File: src/source/fetch_pkg.sv
// shared types for the fetch front end, imported by every rtl module and the testbench
package fetch_pkg;

	// address and pc word
	typedef logic [31:0] xlen_t;

	// raw instruction word, never decoded here
	typedef logic [31:0] insn_t;

	// one fetched instruction with its pc
	// unit stored in the buffer and handed to decode
	typedef struct packed {
		xlen_t pc;
		insn_t insn;
	} fetch_item_t;

	// apb request bundle, driven by the bus master
	typedef struct packed {
		logic  psel;
		logic  penable;
		logic  pwrite;
		xlen_t paddr;
		insn_t pwdata;
	} apb_req_t;

	// apb response bundle
	// pready stays high, no wait states
	typedef struct packed {
		insn_t prdata;
		logic  pready;
		logic  pslverr;
	} apb_rsp_t;

	// fetch controller states
	typedef enum logic [1:0] {
		ST_IDLE,
		ST_RUN,
		ST_FLUSH
	} fetch_state_t;

	// reset pc unless the top level overrides it
	localparam xlen_t DEFAULT_BOOT_PC = 32'h0000_0000;

endpackage

File: src/source/fetch_buffer.sv
// circular fetch buffer between memory and decode, round bits separate full from empty
`timescale 1ns/1ps

module fetch_buffer #(
	parameter int BUF_DEPTH = 8
) (
	input  logic                       clk,
	input  logic                       arst_n_i,
	input  logic                       flush_i,
	input  logic                       wr_en_i,
	input  fetch_pkg::fetch_item_t     wr_item_i,
	input  logic                       rd_ready_i,
	output logic                       rd_valid_o,
	output fetch_pkg::fetch_item_t     rd_item_o,
	output logic [$clog2(BUF_DEPTH):0] free_slots_o
);

	import fetch_pkg::*;

	// depth must be a power of two so the pointers wrap by themselves
	localparam int PTR_W = $clog2(BUF_DEPTH);
	localparam int CNT_W = PTR_W + 1;

	fetch_item_t entries [BUF_DEPTH];

	logic [PTR_W-1:0] head;
	logic [PTR_W-1:0] tail;
	logic             h_round;
	logic             t_round;
	logic             empty;
	logic             full;
	logic             push;
	logic             pop;
	logic [CNT_W-1:0] used;

	// same slot, same lap
	assign empty = (head == tail) && (h_round == t_round);
	// same slot, writer one lap ahead
	assign full  = (head == tail) && (h_round != t_round);

	// occupancy, round bit acts as the counter msb
	assign used = {t_round, tail} - {h_round, head};

	assign free_slots_o = CNT_W'(BUF_DEPTH) - used;

	// controller guarantees room, full check only as a guard
	assign push = wr_en_i & ~full;
	assign pop  = rd_valid_o & rd_ready_i;

	// head entry goes straight to decode
	assign rd_valid_o = ~empty;
	assign rd_item_o  = entries[head];

	// pointers and round bits
	// flush empties the buffer and wins over any push or pop
	always_ff @(posedge clk or negedge arst_n_i) begin
		if (!arst_n_i) begin
			head    <= '0;
			tail    <= '0;
			h_round <= 1'b0;
			t_round <= 1'b0;
		end else if (flush_i) begin
			head    <= '0;
			tail    <= '0;
			h_round <= 1'b0;
			t_round <= 1'b0;
		end else begin
			// round bit flips when the pointer wraps
			if (push) begin
				{t_round, tail} <= {t_round, tail} + 1'b1;
			end
			if (pop) begin
				{h_round, head} <= {h_round, head} + 1'b1;
			end
		end
	end

	// entry storage, contents survive a flush
	always_ff @(posedge clk) begin
		if (push) begin
			entries[tail] <= wr_item_i;
		end
	end

endmodule

File: config.mk
export PLATFORM = sky130hd
export DESIGN_NAME = fetch_buffer
export DESIGN_NICKNAME = d
export VERILOG_FILES = /design/src/source/fetch_pkg.sv /design/src/source/fetch_buffer.sv
export SDC_FILE = /design/constraint.sdc
export NUM_CORES = 1
export LEC_CHECK = 0
export ABC_AREA = 0
export ABC_CLOCK_PERIOD_IN_PS = 20200
export BUFFER_PORTS_ARGS = -buffer_cell sky130_fd_sc_hd__clkbuf_2
export CORE_AREA = 2 2 226 228
export DETAILED_ROUTE_END_ITERATION = 12
export DIE_AREA = 0 0 228 230
export PLACE_DENSITY = 0.54
export SLEW_MARGIN = 20
export SYNTH_ARGS = -nofsm -noshare
export SYNTH_HDL_FRONTEND = slang
export SYNTH_SLANG_ARGS = --single-unit
export TNS_END_PERCENT = 20
File: constraint.sdc
create_clock -name clk -period 20.2 [get_ports clk]
set_clock_uncertainty 0.2 [all_clocks]
set_input_delay 1.01 -clock clk [delete_from_list [all_inputs] [get_ports clk]]
set_output_delay 1.01 -clock clk [all_outputs]
set_load 0.02 [all_outputs]
==> reports/results.tsv <==
stage	metric	value	unit
detailed_routing	initial DRC count	465	
timing	unrepaired setup endpoints after global routing	no	
timing	Peak Freq	209	MHz
timing	total negative slack	0	ps
detailed_routing	total number of vias	8734	
timing	crit share post-route	23.7	%
synthesis	Mapped Area	0.0198	mm^2
global_routing	Remaining Overflow, GRT	0	
pwr	Lkg Pwr	7.34	nW
detailed_routing	WL met2	20200	um
detailed_routing	WL met3	1830	um
placement	GPL Wtd Cong	0.686	
synthesis	Avg Synthesized Cell Area	24.3	um^2
global_routing	Tot GR Track Use	15.6	%
pwr	P per Cell Area	106	mW/mm^2
final_layout	layout cell share with drive strength beyond 1	42.3	%
critical_path	Critical Path End Type	output pin	
clock_tree	clock slew at reported path FFs	60	ps
critical_path	Critical Path Fanout Max	67	
die	die area	0.0524	mm^2
timing	Worst Tran Pin Value	1020	ps
die	io pins	138	
critical_path	Slowest cell on crit path	dfrtp_4	
timing	Final WS setup	15420	ps
synthesis	Seq/Total Area, Yosys	78.5	%
global_routing	maximum number of pins on one net before global-route repair	68	
detailed_routing	antenna viol nets, final	0	
timing	endpoints failing setup	0	
clock_tree	Longest Clk Path Bufs	3	
clock_tree	Num CTS Buffers	53	
clock_tree	H-tree depth	2	
clock_tree	Setup Fix Bufs, Post-CTS	0	
detailed_routing	routed len/inst	23.7	um
critical_path	CP Cell Sequence	buf_4, mux4_2, mux2_2, clkbuf_2	
global_routing	initial antenna violation count	1	
detailed_routing	DR DRC count	0	
synthesis	Yosys top cell area share	77.5	%
clock_tree	worst skew pair latency	590	ps
global_routing	global-route wire length before repair	60500	um
detailed_routing	First-pass DRT Iterations	4	
placement	Post-Place Cell Area	0.0214	mm^2
clock_tree	root buffer cell	clkbuf_16	
detailed_routing	via/cell ratio	5.13	
critical_path	Worst Setup Start Kind	flip-flop	
die	core region area	0.0499	mm^2
synthesis	Mapped Nets	892	
timing	fin crit period	4780	ps
die	Die Y-Extent	230	um
clock_tree	hold_buf cts	0	
critical_path	reg2reg setup slack	16160	ps
clock_tree	Sink Count	520	
final_layout	Layout Cells excl Fill	1702	
placement	post-DP HPWL	21100	um
critical_path	kind of critical path	flip-flop to output pin	
critical_path	Req. time, crit path	18990	ps
final_layout	Layout Utilization	46.1	%
detailed_routing	top sig layer	met5	
critical_path	Critical Path AT	3570	ps
synthesis	Cells after Synth	816	
placement	Place WS	15920	ps
die	num rows	82	
final_layout	ant diodes	0	
run_status	status	finished, final reports clean	
clock_tree	PostCTS Resize Cnt	0	
pwr	peak supply drop	0.0702	mV
placement	placed insts	1605	
detailed_routing	final wirelength	40400	um
timing	Final Hold Viols	0	
global_routing	number of global-route vias before repair	9312	
synthesis	register bit count reported by yosys	520	
final_layout	Layout area overhead	15.9	%
die	Die X	228	um
synthesis	YS warnings	0	
timing	final slew viol count	0	
detailed_routing	M1 WL	17700	um
critical_path	Crit path largest cell delay	1070	ps
die	Starting Density	39.8	%
synthesis	Synth area leader	edfxtp_1	
final_layout	fin nets	1065	
min_path	Hold WC Path Type	input port to async pin	
timing	Max-Slew Margin vs Limit	32.2	%
clock_tree	CTS tree	built	
final_layout	post-route design area	0.0230	mm^2
job	max-cap violations	0	
synthesis	Area contributors post-synth	edfxtp_1, mux4_2, mux2_2, dfrtp_1, buf_6	
placement	Port Buffers	137	
synthesis	Synth cell types	29	
-- path summary, 6_finish.rpt --
kind / startpoint / endpoint / depth (start not counted)
min: arst_n_i / tail[0] / 1
min reg2reg: h_round / h_round / 2
max in group asynchronous: arst_n_i / head[1] / 1
max: head[1] / rd_item_o[41] / 4
min in group clk: h_round / h_round / 2
max reg2reg: head[1] / entries[6][15] / 5
-- per-layer routing --
layer | global-route usage, % | up-vias
met3 | 3.45 | 51
met5 | 0 | -
met1 | 20.9 | 4685
met4 | 3.64 | 2
li1 | - | 3823
met2 | 26.3 | 173
-- through the flow --
stage / hold slack [ps] / total power (W)
floorplan: 427 / 0.00147
CTS: 35.3 / 0.00248
detailed placement: 464 / 0.00156
global route: 43.2 / 0.00254
finish: 66.5 / 0.00244
global placement: 458 / 0.00156
-- synthesized netlist by cell type (all sizes together) --
cell type and instances:
edfxtp 512, mux4 128, mux2 70, buf 23, clkbuf 16, nor2 10
dfrtp 8, nand2 7, ha 6, inv 6, a21oi 4, nor2b 4
nor3 4, xnor2 3, a21boi 2, nand4 2, and3 1, fa 1
mux2i 1, nand2b 1, nand3 1, nor4 1, o2111ai 1, o211ai 1
o21ai 1, o31ai 1, xor2 1
-- registers in the layout (all words and copies together) (netlist names) --
| register | flops |
|---|---|
| entries | 512 |
| tail | 3 |
| t_round | 1 |
| head | 3 |
| h_round | 1 |
-- critical path, delay by kind of cell (launching register included) --
| family | cells | cell delay [ps] |
|---|---|---|
| buffers and inverters | 2 | 1070 |
| DFF | 1 | 1070 |
| muxes | 2 | 730 |
-- area by class of cell --
class	count	area (um^2)
flip-flops and latches	520	15600
fillers	4257	26900
repair buffers	157	856
well taps	672	841
inverters	6	22.5
multi-input cells	251	4070
clock inverters	33	225
clock buffers	63	1410
-- report_power, final --
| group | switching, W | internal, W |
|---|---|---|
| Sequential | 0.0000197 | 0.00121 |
| Clock | 0.000388 | 0.000531 |
| Combinational | 0.000154 | 0.000139 |
| Total | 0.000562 | 0.00188 |
-- placed cells by master (no fill, tap or decap), drive strengths merged, types with 2 or more instances in the layout --
cell type  count
a21boi         2
a21oi          4
buf           20
bufinv         3
clkbuf       200
clkinv        29
dfrtp          8
edfxtp       512
ha             6
inv            7
mux2          70
mux4         128
nand2          7
nand4          2
nor2          10
nor2b          4
nor3           4
xnor2          3
-- logic make-up (layout without fill, tap and decap cells) --
| group | Yosys count | in the layout | share of synthesized area, % |
|---|---|---|---|
| flip-flops | 520 | 520 | 78.5 |
| multiplexers | 199 | 199 | 18.5 |
| XOR/XNOR | 4 | 4 | 0.177 |
| buffers and inverters | 45 | 259 | 1.27 |
| AND/OR/NAND/NOR | 31 | 31 | 0.731 |
| AO/OA/AOI/OAI | 10 | 10 | 0.322 |
| adder cells (fa/ha/maj) | 7 | 7 | 0.479 |
(Power assumes the default switching activity.)
