--- src/source/fetch_pkg.sv ---
// shared types for the fetch front end, imported by every rtl module and the testbench
package fetch_pkg;

	// address and pc word
	typedef logic [31:0] xlen_t;

	// raw instruction word, never decoded here
	typedef logic [31:0] insn_t;

	// one fetched instruction with its pc
	// unit stored in the buffer and handed to decode
	typedef struct packed {
		xlen_t pc;
		insn_t insn;
	} fetch_item_t;

	// apb request bundle, driven by the bus master
	typedef struct packed {
		logic  psel;
		logic  penable;
		logic  pwrite;
		xlen_t paddr;
		insn_t pwdata;
	} apb_req_t;

	// apb response bundle
	// pready stays high, no wait states
	typedef struct packed {
		insn_t prdata;
		logic  pready;
		logic  pslverr;
	} apb_rsp_t;

	// fetch controller states
	typedef enum logic [1:0] {
		ST_IDLE,
		ST_RUN,
		ST_FLUSH
	} fetch_state_t;

	// reset pc unless the top level overrides it
	localparam xlen_t DEFAULT_BOOT_PC = 32'h0000_0000;

endpackage

--- src/source/pc_gen.sv ---
// fetch program counter, steps by one word per issued fetch and reloads on a redirect
`timescale 1ns/1ps

module pc_gen #(
	parameter fetch_pkg::xlen_t BOOT_PC = fetch_pkg::DEFAULT_BOOT_PC
) (
	input  logic             clk,
	input  logic             arst_n_i,
	input  logic             issue_i,
	input  logic             redirect_i,
	input  fetch_pkg::xlen_t redirect_pc_i,
	output fetch_pkg::xlen_t pc_o
);

	import fetch_pkg::*;

	// fixed 32-bit instructions
	localparam xlen_t PC_STEP = 32'd4;

	xlen_t pc_q;

	// pc of the next fetch to issue
	assign pc_o = pc_q;

	// redirect wins over a same-cycle issue
	// controller never issues on a redirect cycle anyway
	always_ff @(posedge clk or negedge arst_n_i) begin
		if (!arst_n_i) begin
			pc_q <= BOOT_PC;
		end else if (redirect_i) begin
			pc_q <= redirect_pc_i;
		end else if (issue_i) begin
			pc_q <= pc_q + PC_STEP;
		end
	end

endmodule

--- config.mk ---
export PLATFORM = sky130hd
export DESIGN_NAME = pc_gen
export DESIGN_NICKNAME = d
export VERILOG_FILES = /design/src/source/fetch_pkg.sv /design/src/source/pc_gen.sv
export SDC_FILE = /design/constraint.sdc
export NUM_CORES = 1
export LEC_CHECK = 0
export CORE_AREA = 4 4 65 67
export DETAILED_ROUTE_END_ITERATION = 8
export DIE_AREA = 0 0 69 71
export DONT_BUFFER_PORTS = 1
export PLACE_DENSITY = 0.75
export SYNTH_ARGS = -nofsm -noshare
export SYNTH_HDL_FRONTEND = slang
export SYNTH_SLANG_ARGS = --single-unit
--- constraint.sdc ---
create_clock -name clk -period 6.3 [get_ports clk]
set_clock_uncertainty 0.1 [all_clocks]
set_input_delay 0.315 -clock clk [delete_from_list [all_inputs] [get_ports clk]]
set_output_delay 0.315 -clock clk [all_outputs]
set_load 0.01 [all_outputs]
==> results of run 1 <==
final cells by class:
cell class,instances,share of cell area
clock buffer,6,0.0377
clock inverter,1,0.00260
inverter,4,0.00779
multi-input combinational,152,0.490
sequential,32,0.416
tap,48,0.0312
timing repair buffer,2,0.0156
power by group:
group / total (uW) / switching [uW] / internal, uW
clock: 146 / 71.1 / 74.9
combinational: 50.9 / 26.6 / 24.3
sequential: 266 / 40.9 / 225
total: 463 / 139 / 324
per-stage QoR:
stage	cell area (um2)	setup WS, ps	utilization	power (uW)	hold slack [ps]
2_1_floorplan	1820	4150	-	303	-80.6
3_3_place_gp	1820	3990	0.501	313	-79.5
3_5_place_dp	1820	3940	0.501	315	-79.6
4_1_cts	1930	3930	0.530	469	28.6
5_1_grt	1930	3740	0.530	491	21.5
6_report	1930	3920	0.530	463	37.7
routing by layer:
| layer | wire length, um | GRT usage |
|---|---|---|
| met5 | 0 | 0 |
| met4 | 24 | 0.0456 |
| met3 | 504 | 0.0952 |
| met2 | 1910 | 0.258 |
| met1 | 1690 | 0.213 |
layout by cell type (no fill, tap or decap):
cell	Yosys	routed
mux2i_1	1	1
clkinv_2	0	1
o21ai_0	17	17
xnor2_1	9	9
o31a_1	2	2
clkbuf_8	0	5
dfrtp_1	32	32
nand2b_1	1	1
and2_1	1	1
nor3_1	4	4
or4_1	12	12
nand4_2	2	2
dlygate4sd3_1	0	1
nand4_1	7	7
or4b_4	1	1
nand3_1	9	9
clkbuf_1	9	1
a31oi_1	13	13
buf_12	0	1
mux2_2	2	2
o31ai_1	12	12
nand2_1	25	25
or3_1	2	2
and4_1	6	6
nor4_1	4	4
and3_1	1	1
clkinv_1	1	1
xor2_1	6	6
inv_1	3	3
ha_1	1	1
nor2_1	14	14
cell families (layout without fill, tap and decap cells):
logic type | Yosys count | after routing | synth area share
and+or+nand+nor | 89 | 89 | 0.271
adders and majority gates | 1 | 1 | 0.00687
xor gates and xnor gates | 15 | 15 | 0.0722
AOI/OAI and AO/OA | 44 | 44 | 0.151
buffers and inverters | 16 | 13 | 0.0419
DFF | 32 | 32 | 0.440
muxes | 3 | 3 | 0.0179
final timing paths:
check | start | endpoint | cells after the start
worst max-delay path | pc_o[2]$_DFFE_PN0N_ | pc_o[30]$_DFFE_PN0N_ | 5
max in group asynchronous | arst_n_i | pc_o[8]$_DFFE_PN0N_ | 2
worst min register to register | pc_o[1]$_DFFE_PN0P_ | pc_o[1]$_DFFE_PN0P_ | 1
worst min-delay path | redirect_i | pc_o[13]$_DFFE_PN0N_ | 1
min in group asynchronous | arst_n_i | pc_o[18]$_DFFE_PN0N_ | 2
worst max register to register | pc_o[2]$_DFFE_PN0N_ | pc_o[30]$_DFFE_PN0N_ | 5
==> qor.yml, run 1 <==
register_area_um2: 801
ctsResizeCount: 0
ys_types: 29
htree_levels: 2
arrival_ps: 2480
die_h_um: 71
crit_slowest_cell: "or3_1"
synth-edff-count: 0
cp_top_family: "simple AND/OR/NAND/NOR gates"
fmaxAchievable_ghz: 0.420
cts_tree: "built"
fin_cells: 245
yosysMostFrequentCell: "dfrtp_1"
die_w_um: 69
drv_cap: 0
gr-total-overflow: 0
postCtsSetupBuffers: 0
cts_buffers: 5
synth_top_area_cell: "dfrtp_1"
crit_chain: "ha_1 > nand3_1 > or3_1 > or4_1 > a31oi_1"
final_layout_size_suffix_gt1_frac: 0.0609
report.final.hold_viol_count: 0
final_max_slew_viol_count: 0
clkSlewWorstSetupHoldPaths_ps: 60
dr.pass1.iters: 4
required_ps: 6400
holdCritPathClass: "primary input to flop"
port_buffers: 0
startpoint_type: "flop"
antenna_cells: 0
worstPathBufferInverterCount: 0
cts_root_buf: "clkbuf_8"
synthTopCellsByArea: "dfrtp_1 (44%), nand2_1 (5.2%), o31ai_1 (4.9%)"
status: "finished, final reports clean"
dp_cells: 236
ys_seq_area_frac: 0.440
irDropWorstVdd_v: 0.000124
yosysTopAreaCellShare: 0.440
crit_type: "flop to flop"
path_max_fanout: 13
postCtsHoldBufs: 2
initial_core_util: 0.501
tightest_slew_ps: 651
fin_setup_tns_ps: 0
core_area_um2: 3630
yosys-top-cells-count: "dfrtp_1 (32), nand2_1 (25), o21ai_0 (17)"
synth_flop_cell: "dfrtp_1"
drt_iter0_markers: 167
largest_reg_flops: 32
synthToLayoutAreaGrowth_pct: 5.84
routed_wl_mm: 4.13
num-nets-final: 234
row_count: 22
grt_start_max_net_pins: 38
rsz0062_at_grt: "false"
fill_cells: 337
power.density_nw_per_um2: 240
drc: 0
multi_input_area_um2: 943
grt_use_total: 0.172
clockBufferDepth: 2
relSlewSlack: 0.564
grt_pass1_wl_mm: 6.77
vias: 1493
post_drt_wl_per_cell_um: 16.9
grt_antenna_before_repair: 0
fin_crit_ps: 2380
insertion_delay_ps: 280
async_flop_share: 1.00
die_area_um2: 4900
vias_per_cell: 6.09
gp_congestion: 0.843
grt_pass1_vias: 1361
io_pins: 68
crit_path_max_incr_delay_ps: 540
p_leak_uw: 0.000686
dp_hpwl_mm: 2.90
yosys_register_bits: 32
reg2reg_slack_ps: 3920
yosysWarningCount: 0
cts.sinks: 32
postRouteAntennaNets: 0
setup_viol: 0
syn_area_um2: 1820
syn_inst: 200
postSynthAreaPerCell_um2: 9.10
end_kind: "flop"
synth_nets: 237
fin_crit_sh: 0.378
(Power assumes the default switching activity.)
==> run 2: changes to the inputs <==
clock period = 2.3 ns   (was 6.3 ns; I/O delays follow)
==> run 2 against run 1 <==
  * Setup slack worse by 3800 ps
  * Fmax is 9.6% higher
  * Final area is 24% higher
  * Cell count is 20% higher
  * Critical endpoint is now pc_o[12]$_DFFE_PN0N_
==> qor.yml, run 2 (synthesis results as in run 1) <==
holdCritPathClass: "primary input to flop"
row_count: 22
port_buffers: 0
setup_viol: 0
timing.rr.start: "pc_o[2]$_DFFE_PN0N_"
insertion_delay_ps: 290
fin_setup_tns_ps: 0
cts_root_buf: "clkbuf_8"
vias_per_cell: 5.84
finalPower_uw: 1370
crit_type: "flop to flop"
final_max_slew_viol_count: 0
final_cell_mix: "dlygate4sd3_1 (35), dfrtp_1 (32), nand2_1 (25)"
tightest_slew_ps: 1110
grt_pass1_vias: 1691
gr-total-overflow: 0
grt_start_max_net_pins: 37
whs_path_depth: 3
crit_slowest_cell: "dlygate4sd3_1"
r2r-end: "pc_o[12]$_DFFE_PN0N_"
vias: 1722
fill_cells: 283
io_pins: 68
relSlewSlack: 0.260
dr.pass1.iters: 5
whs_endpoint: "pc_o[4]$_DFFE_PN0N_"
fin_crit_ps: 2170
path_max_fanout: 5
die_area_um2: 4900
status: "finished, final reports clean"
final_common_cell: "dlygate4sd3_1"
grt_pass1_wl_mm: 8.41
crit_path_max_incr_delay_ps: 610
power.density_nw_per_um2: 574
clockBufferDepth: 2
cts.sinks: 32
gp_congestion: 0.842
drt_iter0_markers: 136
dp_hpwl_mm: 3.11
min-delay-start: "issue_i"
r2r_cells: 7
cts_tree: "built"
num-nets-final: 284
core_area_um2: 3630
required_ps: 2370
clkSlewWorstSetupHoldPaths_ps: 60
routed_wl_mm: 4.76
report.final.hold_viol_count: 0
drv_cap: 0
reg2reg_slack_ps: 130
largest_reg_flops: 32
startpoint_type: "flop"
stdcell_area_um2: 2390
post_drt_wl_per_cell_um: 16.1
cts_buffers: 5
die_h_um: 71
postRouteAntennaNets: 0
final_layout_size_suffix_gt1_frac: 0.113
fin_crit_sh: 0.944
crit_chain: "ha_2 > nand3_1 > buf_4 > nor3_1 > xnor2_1 > o21ai_0 > dlygate4sd3_1"
initial_core_util: 0.501
die_w_um: 69
fmaxAchievable_ghz: 0.460
irDropWorstVdd_v: 0.000479
arrival_ps: 2240
synthToLayoutAreaGrowth_pct: 31.5
rsz0062_at_grt: "false"
grt_use_total: 0.211
p_leak_uw: 0.000911
htree_levels: 2
antenna_cells: 0
grt_antenna_before_repair: 0
end_kind: "flop"
drc: 0
place_area_um2: 1930
postCtsSetupBuffers: 0
## run 2: layout make-up
| cell class | count | area (um2) | share of cell area |
|---|---|---|---|
| inverter | 4 | 15.0 | 0.00627 |
| multi-input combinational | 152 | 946 | 0.395 |
| clock inverter | 1 | 5.00 | 0.00209 |
| clock buffer | 6 | 72.6 | 0.0303 |
| tap | 48 | 60.1 | 0.0251 |
| timing repair buffer | 52 | 495 | 0.207 |
| sequential | 32 | 801 | 0.334 |
## run 2: report_power, final
part           switching (uW)  total, uW  internal [uW]
sequential               82.9        699            616
clock                     204        409            205
combinational             129        265            137
total                     415       1370            958
## run 2: metrics by stage
stage / utilization / worst slack (ps) / cells / hold WS [ps]
final: 0.659 / 128 / 295 / 33.2
after global routing: 0.659 / 19.6 / 295 / 55.8
after CTS: 0.658 / 130 / 295 / 25.6
after detailed placement: 0.532 / 189 / 251 / -280
after global placement: 0.532 / 225 / 251 / -280
after floorplan: - / 151 / 200 / -281
## run 2: layer usage
layer	vias to the layer above	share of wire	global-route usage
met5	-	0	0
met4	0	0.0019	0.0369
met3	2	0.091	0.0895
met2	79	0.50	0.344
met1	795	0.41	0.265
li1	846	-	-
## run 2: worst max-delay path by stage
| stage | start | end | slack [ps] | cells past startpoint |
|---|---|---|---|---|
| 6_report | pc_o[2]$_DFFE_PN0N_ | pc_o[12]$_DFFE_PN0N_ | 130 | 7 |
| 5_1_grt | pc_o[2]$_DFFE_PN0N_ | pc_o[12]$_DFFE_PN0N_ | 20 | 7 |
| 3_3_place_gp | pc_o[12]$_DFFE_PN0N_ | pc_o[29]$_DFFE_PN0N_ | 230 | 4 |
| 3_5_place_dp | pc_o[2]$_DFFE_PN0N_ | pc_o[22]$_DFFE_PN0N_ | 190 | 5 |
| 4_1_cts | pc_o[2]$_DFFE_PN0N_ | pc_o[12]$_DFFE_PN0N_ | 130 | 7 |
| 2_1_floorplan | pc_o[2]$_DFFE_PN0N_ | pc_o[28]$_DFFE_PN0N_ | 150 | 6 |
## run 2: what timing repair did
item | CTS | global route
gates resized for setup | 0 | 2
hold buffers | 37 | 0
setup endpoints to repair | 0 | 2
endpoints found under the hold margin | 64 | 0
## run 2: worst max-delay path, delay by kind of cell, from the launching register on
family          cells  cell delay [ps]
compound gates      1               80
xor+xnor            1              150
fa+ha+maj           1              240
buf+inv             2              780
flops               1              400
simple gates        2              310
