## config.mk

```make
export PLATFORM = sky130hd
export DESIGN_NAME = fetch_ctrl
export DESIGN_NICKNAME = d
export VERILOG_FILES = /design/src/source/fetch_pkg.sv /design/src/source/fetch_ctrl.sv
export SDC_FILE = /design/constraint.sdc
export NUM_CORES = 1
export LEC_CHECK = 0
export BUFFER_PORTS_ARGS = -buffer_cell sky130_fd_sc_hd__buf_2
export CELL_PAD_IN_SITES_DETAIL_PLACEMENT = 1
export CELL_PAD_IN_SITES_GLOBAL_PLACEMENT = 1
export CORE_AREA = 2 2 39 41
export DETAILED_ROUTE_END_ITERATION = 8
export DIE_AREA = 0 0 41 43
export PLACE_DENSITY = 0.41
export SLEW_MARGIN = 15
export SYNTH_ARGS = -nofsm -noshare
export SYNTH_HDL_FRONTEND = slang
export SYNTH_SLANG_ARGS = --single-unit
```

## constraint.sdc

```tcl
create_clock -name clk -period 1.08 [get_ports clk]
set_clock_uncertainty 0.05 [all_clocks]
set_input_delay 0.216 -clock clk [delete_from_list [all_inputs] [get_ports clk]]
set_output_delay 0.216 -clock clk [all_outputs]
set_load 0.05 [all_outputs]
```

## src/source/fetch_pkg.sv

```systemverilog
// shared types for the fetch front end, imported by every rtl module and the testbench
package fetch_pkg;

	// address and pc word
	typedef logic [31:0] xlen_t;

	// raw instruction word, never decoded here
	typedef logic [31:0] insn_t;

	// one fetched instruction with its pc
	// unit stored in the buffer and handed to decode
	typedef struct packed {
		xlen_t pc;
		insn_t insn;
	} fetch_item_t;

	// apb request bundle, driven by the bus master
	typedef struct packed {
		logic  psel;
		logic  penable;
		logic  pwrite;
		xlen_t paddr;
		insn_t pwdata;
	} apb_req_t;

	// apb response bundle
	// pready stays high, no wait states
	typedef struct packed {
		insn_t prdata;
		logic  pready;
		logic  pslverr;
	} apb_rsp_t;

	// fetch controller states
	typedef enum logic [1:0] {
		ST_IDLE,
		ST_RUN,
		ST_FLUSH
	} fetch_state_t;

	// reset pc unless the top level overrides it
	localparam xlen_t DEFAULT_BOOT_PC = 32'h0000_0000;

endpackage

```

## src/source/fetch_ctrl.sv

```systemverilog
// fetch control FSM: gates fetch issue on buffer room, tracks the in-flight read, handles flush
`timescale 1ns/1ps

module fetch_ctrl #(
	parameter int BUF_DEPTH = 8
) (
	input  logic                    clk,
	input  logic                    arst_n_i,
	input  logic                    fetch_en_i,
	input  logic                    redirect_i,
	input  logic [$clog2(BUF_DEPTH):0] free_slots_i,
	output logic                    issue_o,
	output logic                    rd_valid_o,
	output logic                    flush_o,
	output fetch_pkg::fetch_state_t state_o
);

	import fetch_pkg::*;

	localparam int CNT_W = $clog2(BUF_DEPTH) + 1;

	fetch_state_t     state_q;
	fetch_state_t     state_d;
	logic             in_flight_q;
	logic [CNT_W-1:0] pending;
	logic             room;
	logic             may_issue;

	// reads already on their way to the buffer, 0 or 1
	assign pending = {{(CNT_W-1){1'b0}}, in_flight_q};

	// a slot must stay free for the read still in flight
	assign room = free_slots_i > pending;

	// flush cycle doubles as the restart cycle when fetch stays enabled
	// so the new path is written two edges after the redirect
	assign may_issue = (state_q == ST_RUN) ||
		((state_q == ST_FLUSH) && fetch_en_i);

	// no issue on a redirect cycle, pc is being reloaded
	assign issue_o = may_issue && room && !redirect_i;

	// flush lasts exactly the redirect cycle
	assign flush_o = redirect_i;

	// in-flight data arriving on a redirect edge belongs to the old path
	assign rd_valid_o = in_flight_q & ~redirect_i;

	assign state_o = state_q;

	// next state
	always_comb begin
		state_d = state_q;
		unique case (state_q)
			ST_IDLE: begin
				if (redirect_i) begin
					state_d = ST_FLUSH;
				end else if (fetch_en_i) begin
					state_d = ST_RUN;
				end
			end
			ST_RUN: begin
				if (redirect_i) begin
					state_d = ST_FLUSH;
				end else if (!fetch_en_i) begin
					// issued read still completes
					state_d = ST_IDLE;
				end
			end
			ST_FLUSH: begin
				// back to back redirects stay here
				if (redirect_i) begin
					state_d = ST_FLUSH;
				end else if (fetch_en_i) begin
					state_d = ST_RUN;
				end else begin
					state_d = ST_IDLE;
				end
			end
			default: begin
				state_d = ST_IDLE;
			end
		endcase
	end

	// state and in-flight tracking
	// memory answers one cycle after issue, so issue delayed is the read valid
	always_ff @(posedge clk or negedge arst_n_i) begin
		if (!arst_n_i) begin
			state_q     <= ST_IDLE;
			in_flight_q <= 1'b0;
		end else begin
			state_q     <= state_d;
			in_flight_q <= issue_o;
		end
	end

endmodule

```

==> flow_summary.ini, run 1 <==
[grt]
grt_pass1_wl_um = 924
grt-ovfl-total = 0
first_global_vias = 237
antenna_found_initial = 0
track_usage_pct = 8.853
grt_max_degree = 5

[synthesis]
synth_nets = 25
ys_dominant_reg_cell = dfrtp_1
ys_ff_latch = 3
synth_edf_count = 0
synth-seq-area-share_pct = 47.62
async_reset_ff_share_pct = 100.0
syn-cell-area_um2 = 157.7
yosys.area.top_type = dfrtp_1
synth.avg_cell_area_um2 = 9.853
synth.most_common_cell = dfrtp_1
ys_warn_count = 0
synth_top_area_share_pct = 47.62
synth_cell_types = 12
syn_inst = 16
synth_common_cells = dfrtp_1, inv_1, nor2_1
yosys-top-cells-area = dfrtp_1, ha_1, nor3_2, a211oi_1, a21boi_0

[critical_path]
crit_required_ps = 810
path_cells = ha_1 -> o21ai_1 -> and3_4 -> buf_8
crit_arrival_ps = 1360
crit_type = register to output port
end_kind = output port
path_delay_family = flip-flops
slowest_stage = dfrtp_1
path_buf_inv = 1
worstSetupStartpointType = register
max_stage_delay_ps = 380
critPathMaxFanout = 2

[clocking]
insertion_delay_ps = 230
clk_path_buf_depth = 2
cts_tree = built
cts.sinks = 3
cts_root_buffer = clkbuf_4
clk_pin_slew_ps = 40
h-tree-depth = 1
cts_made_buffers = 3

[placement]
place.gp.congestion = 0.6021
dp_hpwl_um = 425.2
io_buffers = 12

[floorplan]
dieArea_um2 = 1763
fp.dieH_um = 43
die_w_um = 41
fp-row-count = 14
core_um2 = 1384
start_util_pct = 11.39
io_pins = 13

[sta]
relSlewSlack_pct = 83.37
fin_ws_ps = -548.8
setup-violations-final = 5
max_freq_mhz = 613.9
period_minus_slack_ps = 1629
fin_tns_setup_ps = -929.8
rsz0062_at_grt = yes
tightest_slew_ps = 251.2
drv_slew = 0
fin_crit_sh_pct = 150.8
hold_violations = 0

[pwr]
p_clk_share_pct = 42.5
vdd_drop_max_v = 0.0004225
power_density_nw_per_um2 = 1287
power.total_w = 0.0004510
switchingPower_w = 0.0001293
p_leak_nw = 0.1731
intPower_w = 0.0003218
switching_share_pct = 28.66
comb_power_share_pct = 29.3
seq_power_share_pct = 28.1

[routing]
routed-wl-met3_um = 71
drt_wl_total_um = 534
drt-pass1-iter-count = 1
drc = 0
top_layer_used = met3
drt_iter0_markers = 0
vias_per_cell = 3.731
wire_per_inst_um = 10.27
dr_total_vias = 194
drtAntennaViolNets = 0
wl_met1_um = 218
met2_length_um = 244

[finish]
filler_cell_count = 165
syn_to_final_growth_pct = 122.2
diodes = 0
nets = 46
drive_gt1_share_pct = 66.67

[worst_hold_path]
min_path_type = input pin to register

[run]
maxCapViolCount = 0

[run_status]
violations = setup timing
outcome = complete, but fails checks
## flip-flops by register name, indices dropped and copies added, names as in the netlist
signal and cells:
in_flight_q 1, state_o 2
## power groups by stage
stage	clock network [W]	registers [W]	logic, W
CTS	0.000203	0.000127	0.000134
detailed placement	0	0.000127	0.000103
floorplan	0	0.000144	0.0000464
global route	0.000215	0.000128	0.000144
finish	0.000192	0.000127	0.000132
global placement	0	0.000127	0.000101
## repair_timing
item,4_1_cts,5_1_grt
hold buffers,1,0
pin swaps,1,0
endpoints found under the setup margin,5,5
resized for setup,13,0
endpoints found under the hold margin,3,0
buffers inserted,1,0
## area by class of cell
cell class	instances	area (um^2)	share of cell area, %
sequential	3	77.57	22.14
inverter	2	7.507	2.143
multi-input combinational	10	75.07	21.43
clock buffer	4	26.28	7.500
tap	16	20.02	5.714
timing repair buffer	17	143.9	41.07
## worst min-delay path: cells and delay by family
kind,cells,cell delay [ps]
compound gates,1,50
buf+inv,2,160
## routing by layer
| metal | vias to the layer above | GRT usage (%) |
|---|---|---|
| met3 | 0 | 8.377 |
| met2 | 15 | 12.19 |
| met1 | 86 | 7.767 |
| met5 | - | 0 |
| li1 | 93 | - |
| met4 | 0 | 6.000 |
## cells in the final DEF, fill, tap and decap left out, types with 2 or more instances in the layout
cell type and instances:
buf_2 8, buf_4 2, buf_6 3, buf_8 3, clkbuf_4 3, dfrtp_2 2
inv_1 2, nor2_1 2
## cell families after synthesis
logic type,synth area share [%]
flops,47.62
buf+inv,9.527
fa+ha+maj,7.935
simple gates,19.05
compound gates,15.87
## stage by stage
step                area, um^2  std cells  hold slack [ps]  util, %  setup slack [ps]
finish                   350.3         52            182.4    25.32            -548.8
global route             350.3         52            189.7    25.32            -608.2
CTS                      350.3         52            172.3    25.32            -562.6
detailed placement       262.8         46           -31.64    18.99            -410.0
global placement         262.8         46           -35.44    18.99            -374.3
floorplan                167.7         16           -129.6        -            -192.5
## final timing paths
path	from	end	slack, ps	cells after the start
min in group asynchronous	arst_n_i	in_flight_q	270	2
setup / recovery	in_flight_q	issue_o	-550	4
max in group asynchronous	arst_n_i	state_o[1]	590	2
setup reg to reg	in_flight_q	in_flight_q	-120	4
hold reg to reg	state_o[1]	state_o[0]	520	2
hold / removal	fetch_en_i	state_o[0]	180	3
(Power assumes the default switching activity.)
==> run 2, diff against run 1 <==
CTS_BUF_LIST = sky130_fd_sc_hd__clkbuf_2   (was unset)
RECOVER_POWER = 100   (was unset)
==> flow_summary.ini, run 2 (synthesized netlist as in run 1, its figures left out) <==
[placement]
dp_hpwl_um = 425.2
io_buffers = 12
place.gp.congestion = 0.6021

[critical_path]
end_kind = output port
critPathMaxFanout = 2
slowest_stage = dfrtp_1
crit_required_ps = 810
crit_arrival_ps = 1330
reg2regPathDepth = 4
path_cells = ha_1 -> o21ai_1 -> and3_4 -> buf_8
worstSetupStartpointType = register
path_buf_inv = 1
max_stage_delay_ps = 380
path_delay_family = flip-flops
crit_cells = 4
crit_type = register to output port

[clocking]
cts.sinks = 3
cts_made_buffers = 3
h-tree-depth = 1
clk_pin_slew_ps = 40
insertion_delay_ps = 200
cts_root_buffer = clkbuf_2
clk_path_buf_depth = 2
cts_tree = built

[floorplan]
fp.dieH_um = 43
core_um2 = 1384
dieArea_um2 = 1763
io_pins = 13
fp-row-count = 14
start_util_pct = 11.39
die_w_um = 41

[pwr]
comb_power_share_pct = 31.6
switchingPower_w = 0.0001297
vdd_drop_max_v = 0.0003992
seq_power_share_pct = 31.0
intPower_w = 0.0002774
power_density_nw_per_um2 = 1214
p_leak_nw = 0.1672
p_clk_share_pct = 37.4
power.total_w = 0.0004071
switching_share_pct = 31.87

[routing]
drt_iter0_markers = 1
drt_wl_total_um = 529
drc = 0
vias_per_cell = 3.808
drtAntennaViolNets = 0
wire_per_inst_um = 10.17
dr_total_vias = 198
drt-pass1-iter-count = 5

[finish]
syn_to_final_growth_pct = 112.7
diodes = 0
mostFrequentLayoutCell = buf_2
final_cell_mix = buf_2, clkbuf_2, buf_8
nets = 46
largest_register_ffs = 2
multi_input_area_um2 = 75.07
filler_cell_count = 169
drive_gt1_share_pct = 63.89
register_area_um2 = 77.57

[sta]
hold_violations = 0
relSlewSlack_pct = 81.42
fin_crit_sh_pct = 148.1
max_freq_mhz = 625.2
holdWs_ps = 211.2
period_minus_slack_ps = 1600
setup-violations-final = 5
drv_slew = 0
rsz0062_at_grt = yes
fin_ws_ps = -519.6
tightest_slew_ps = 279.9

[grt]
track_usage_pct = 8.853
grt_pass1_wl_um = 924
antenna_found_initial = 0
grt_max_degree = 5
first_global_vias = 236
grt-ovfl-total = 0

[run]
maxCapViolCount = 0

[worst_hold_path]
min_path_type = input pin to register
min_path_cells = 3

[run_status]
violations = setup timing
outcome = complete, but fails checks
==> run 2: cell types whose count changed in the layout (fill, tap and decap cells not counted) <==
cell      delta
clkbuf_4     -3
clkbuf_2     +5
buf_2        -2
buf_6        -1
clkbuf_1     +1
==> run 2: worst min-delay path, stage by stage <==
cell and delay (ps):
buf_2 100, inv_1 60, a211oi_1 50
==> run 2: path summary, 6_finish.rpt <==
| kind | start | endpoint | slack [ps] |
|---|---|---|---|
| min in group asynchronous | arst_n_i | in_flight_q | 310 |
| worst min register to register | state_o[1] | state_o[0] | 520 |
| worst min-delay path | fetch_en_i | state_o[0] | 210 |
| max in group asynchronous | arst_n_i | state_o[1] | 490 |
| worst max-delay path | in_flight_q | issue_o | -520 |
| worst max register to register | in_flight_q | in_flight_q | -120 |
==> run 2: area by class of cell <==
type / instances / share of cell area [%]
repair buffers: 17 / 40.30
well taps: 16 / 5.970
inverters: 2 / 2.239
flip-flops and latches: 3 / 23.13
multi-input cells: 10 / 22.39
clock buffers: 4 / 5.970
==> run 2: routing by layer <==
metal	vias up	global-route usage (%)	share of wire [%]
met1	90	7.767	41
li1	93	-	-
met3	2	8.377	12
met5	-	0	0
met2	13	12.19	45
met4	0	6.000	2.1
==> run 2: per-stage QoR <==
stage / instance area [um^2] / util [%] / setup slack [ps] / instances / setup TNS [ps]
after CTS: 344.1 / 24.86 / -537.4 / 52 / -889.5
after global placement: 262.8 / 18.99 / -374.3 / 46 / -374.3
final: 335.3 / 24.23 / -519.6 / 52 / -840.5
after floorplan: 167.7 / - / -192.5 / 16 / -264.6
after detailed placement: 262.8 / 18.99 / -410.0 / 46 / -419.6
after global routing: 335.3 / 24.23 / -591.0 / 52 / -1139
==> run 2: timing repair <==
| item | 4_1_cts | 5_1_grt |
|---|---|---|
| setup buffers | 1 | 0 |
| resized for setup | 13 | 0 |
| hold endpoints to repair | 3 | 0 |
| pin swaps | 1 | 0 |
| endpoints found under the setup margin | 5 | 5 |
| hold buffers | 1 | 0 |
==> run 2: power by group through the flow <==
stage	Clock (W)	Combinational, W	Sequential (W)
global route	0.000173	0.000140	0.000128
CTS	0.000161	0.000134	0.000127
global placement	0	0.000101	0.000127
detailed placement	0	0.000103	0.000127
floorplan	0	0.0000464	0.000144
finish	0.000152	0.000129	0.000126
==> run 3, diff against run 2 <==
BUFFER_PORTS_ARGS = unset   (was -buffer_cell sky130_fd_sc_hd__buf_2)
DONT_BUFFER_PORTS = 1   (was unset)
PLACE_DENSITY = 0.3   (was 0.41)
==> flow_summary.ini, run 3 (synthesized netlist as in run 1, its figures left out) <==
[grt]
antenna_found_initial = 0
first_global_vias = 173
grt_max_degree = 6
grt_pass1_wl_um = 752
grt-ovfl-total = 0
track_usage_pct = 7.545

[worst_hold_path]
holdPathEnd = state_o[0]
min_path_type = input pin to register
hold_start = fetch_en_i
min_path_cells = 2

[finish]
filler_cell_count = 167
nets = 34
mostFrequentLayoutCell = clkbuf_2
final_cell_mix = clkbuf_2, inv_1, nor2_1, dlygate4sd3_1, dfrtp_2
stdcell_area_um2 = 275.3
diodes = 0
largest_register_ffs = 2
syn_to_final_growth_pct = 74.60
drive_gt1_share_pct = 58.33
finalNonFillerCells = 40

[floorplan]
fp.dieH_um = 43
io_pins = 13
start_util_pct = 11.39
fp-row-count = 14
dieArea_um2 = 1763
die_w_um = 41
core_um2 = 1384

[clocking]
clk_pin_slew_ps = 40
cts.sinks = 3
insertion_delay_ps = 210
clk_path_buf_depth = 2
cts_root_buffer = clkbuf_2
postCtsSetupBuffers = 0
h-tree-depth = 1
cts_tree = built
cts_made_buffers = 3

[placement]
place_area_um2 = 215.2
dp_hpwl_um = 379.4
place.gp.congestion = 0.6497
placed_cells = 34
io_buffers = 0
dpl_worst_slack_ps = -294.0

[pwr]
power_density_nw_per_um2 = 1369
p_leak_nw = 0.1161
vdd_drop_max_v = 0.0004757

[critical_path]
max_stage_delay_ps = 390
slowest_stage = dfrtp_1
critPathMaxFanout = 2
end_kind = output port
path_delay_family = flip-flops
r2r-end = in_flight_q
startpoint = in_flight_q
crit_arrival_ps = 1230
r2r_start = in_flight_q
rrSetupSlack_ps = -90
path_buf_inv = 0
crit_type = register to output port
path_cells = ha_4 -> o21ai_2 -> and3_4
crit_required_ps = 810
reg2regPathDepth = 3
worstSetupStartpointType = register

[sta]
relSlewSlack_pct = 87.89
setup-violations-final = 4
period_minus_slack_ps = 1501
fin_ws_ps = -420.5
max_freq_mhz = 666.4
tightest_slew_ps = 180.6
hold_violations = 0
rsz0062_at_grt = yes
fin_crit_sh_pct = 138.9
drv_slew = 0

[routing]
drt_iter0_markers = 0
vias_per_cell = 3.850
drtAntennaViolNets = 0
drc = 0
drt-pass1-iter-count = 1
wire_per_inst_um = 12.58
drt_wl_total_um = 503
dr_total_vias = 154

[run_status]
violations = setup timing
outcome = complete, but fails checks

[run]
maxCapViolCount = 0
-- run 3: metrics by stage --
stage / power (W) / utilization, % / setup TNS, ps / hold slack (ps)
finish: 0.0003767 / 19.89 / -638.6 / 90.98
global route: 0.0004095 / 19.89 / -853.2 / 79.64
CTS: 0.0003865 / 19.26 / -753.0 / 79.84
detailed placement: 0.0002031 / 15.55 / -468.6 / -129.5
global placement: 0.0002015 / 15.55 / -410.0 / -129.5
floorplan: 0.0001908 / - / -264.6 / -129.6
-- run 3: area by class of cell --
cell class | count | area (um^2) | area share (%)
Tap cell | 16 | 20.02 | 7.273
Inverter | 2 | 7.507 | 2.727
Sequential cell | 3 | 77.57 | 28.18
Clock buffer | 4 | 20.02 | 7.273
Multi-Input combinational cell | 10 | 91.34 | 33.18
Timing Repair Buffer | 5 | 58.81 | 21.36
-- run 3: worst register-to-register path, stage by stage (launching register included) --
cell	delay [ps]
dfrtp_1	390
ha_4	220
o21ai_2	110
and3_4	300
-- run 3: worst max-delay path by stage --
| stage | to | slack, ps | depth (start not counted) |
|---|---|---|---|
| 6_report | issue_o | -420 | 3 |
| 5_1_grt | issue_o | -480 | 3 |
| 4_1_cts | issue_o | -500 | 3 |
| 3_5_place_dp | issue_o | -290 | 3 |
| 3_3_place_gp | issue_o | -260 | 3 |
| 2_1_floorplan | issue_o | -190 | 3 |
-- run 3: timing repair --
| action | in CTS | in global routing |
|---|---|---|
| hold endpoints to repair | 4 | 0 |
| hold buffers | 2 | 0 |
| endpoints found under the setup margin | 5 | 5 |
| gates resized for setup | 3 | 1 |
| pin swaps | 1 | 1 |
-- run 3: layer usage --
layer  GRT usage (%)  wire length [um]
met1           7.443               195
met2           8.750               230
met3           9.424                77
met4           4.000                 0
met5               0                 0
-- run 3: power by group --
part | total, W | internal, W | leakage (nW) | switching [W]
Combinational | 0.0000903 | 0.0000360 | 0.0639 | 0.0000543
Clock | 0.000159 | 0.0000977 | 0.0166 | 0.0000612
Sequential | 0.000128 | 0.000121 | 0.0356 | 0.00000643
Total | 0.000377 | 0.000255 | 0.116 | 0.000122
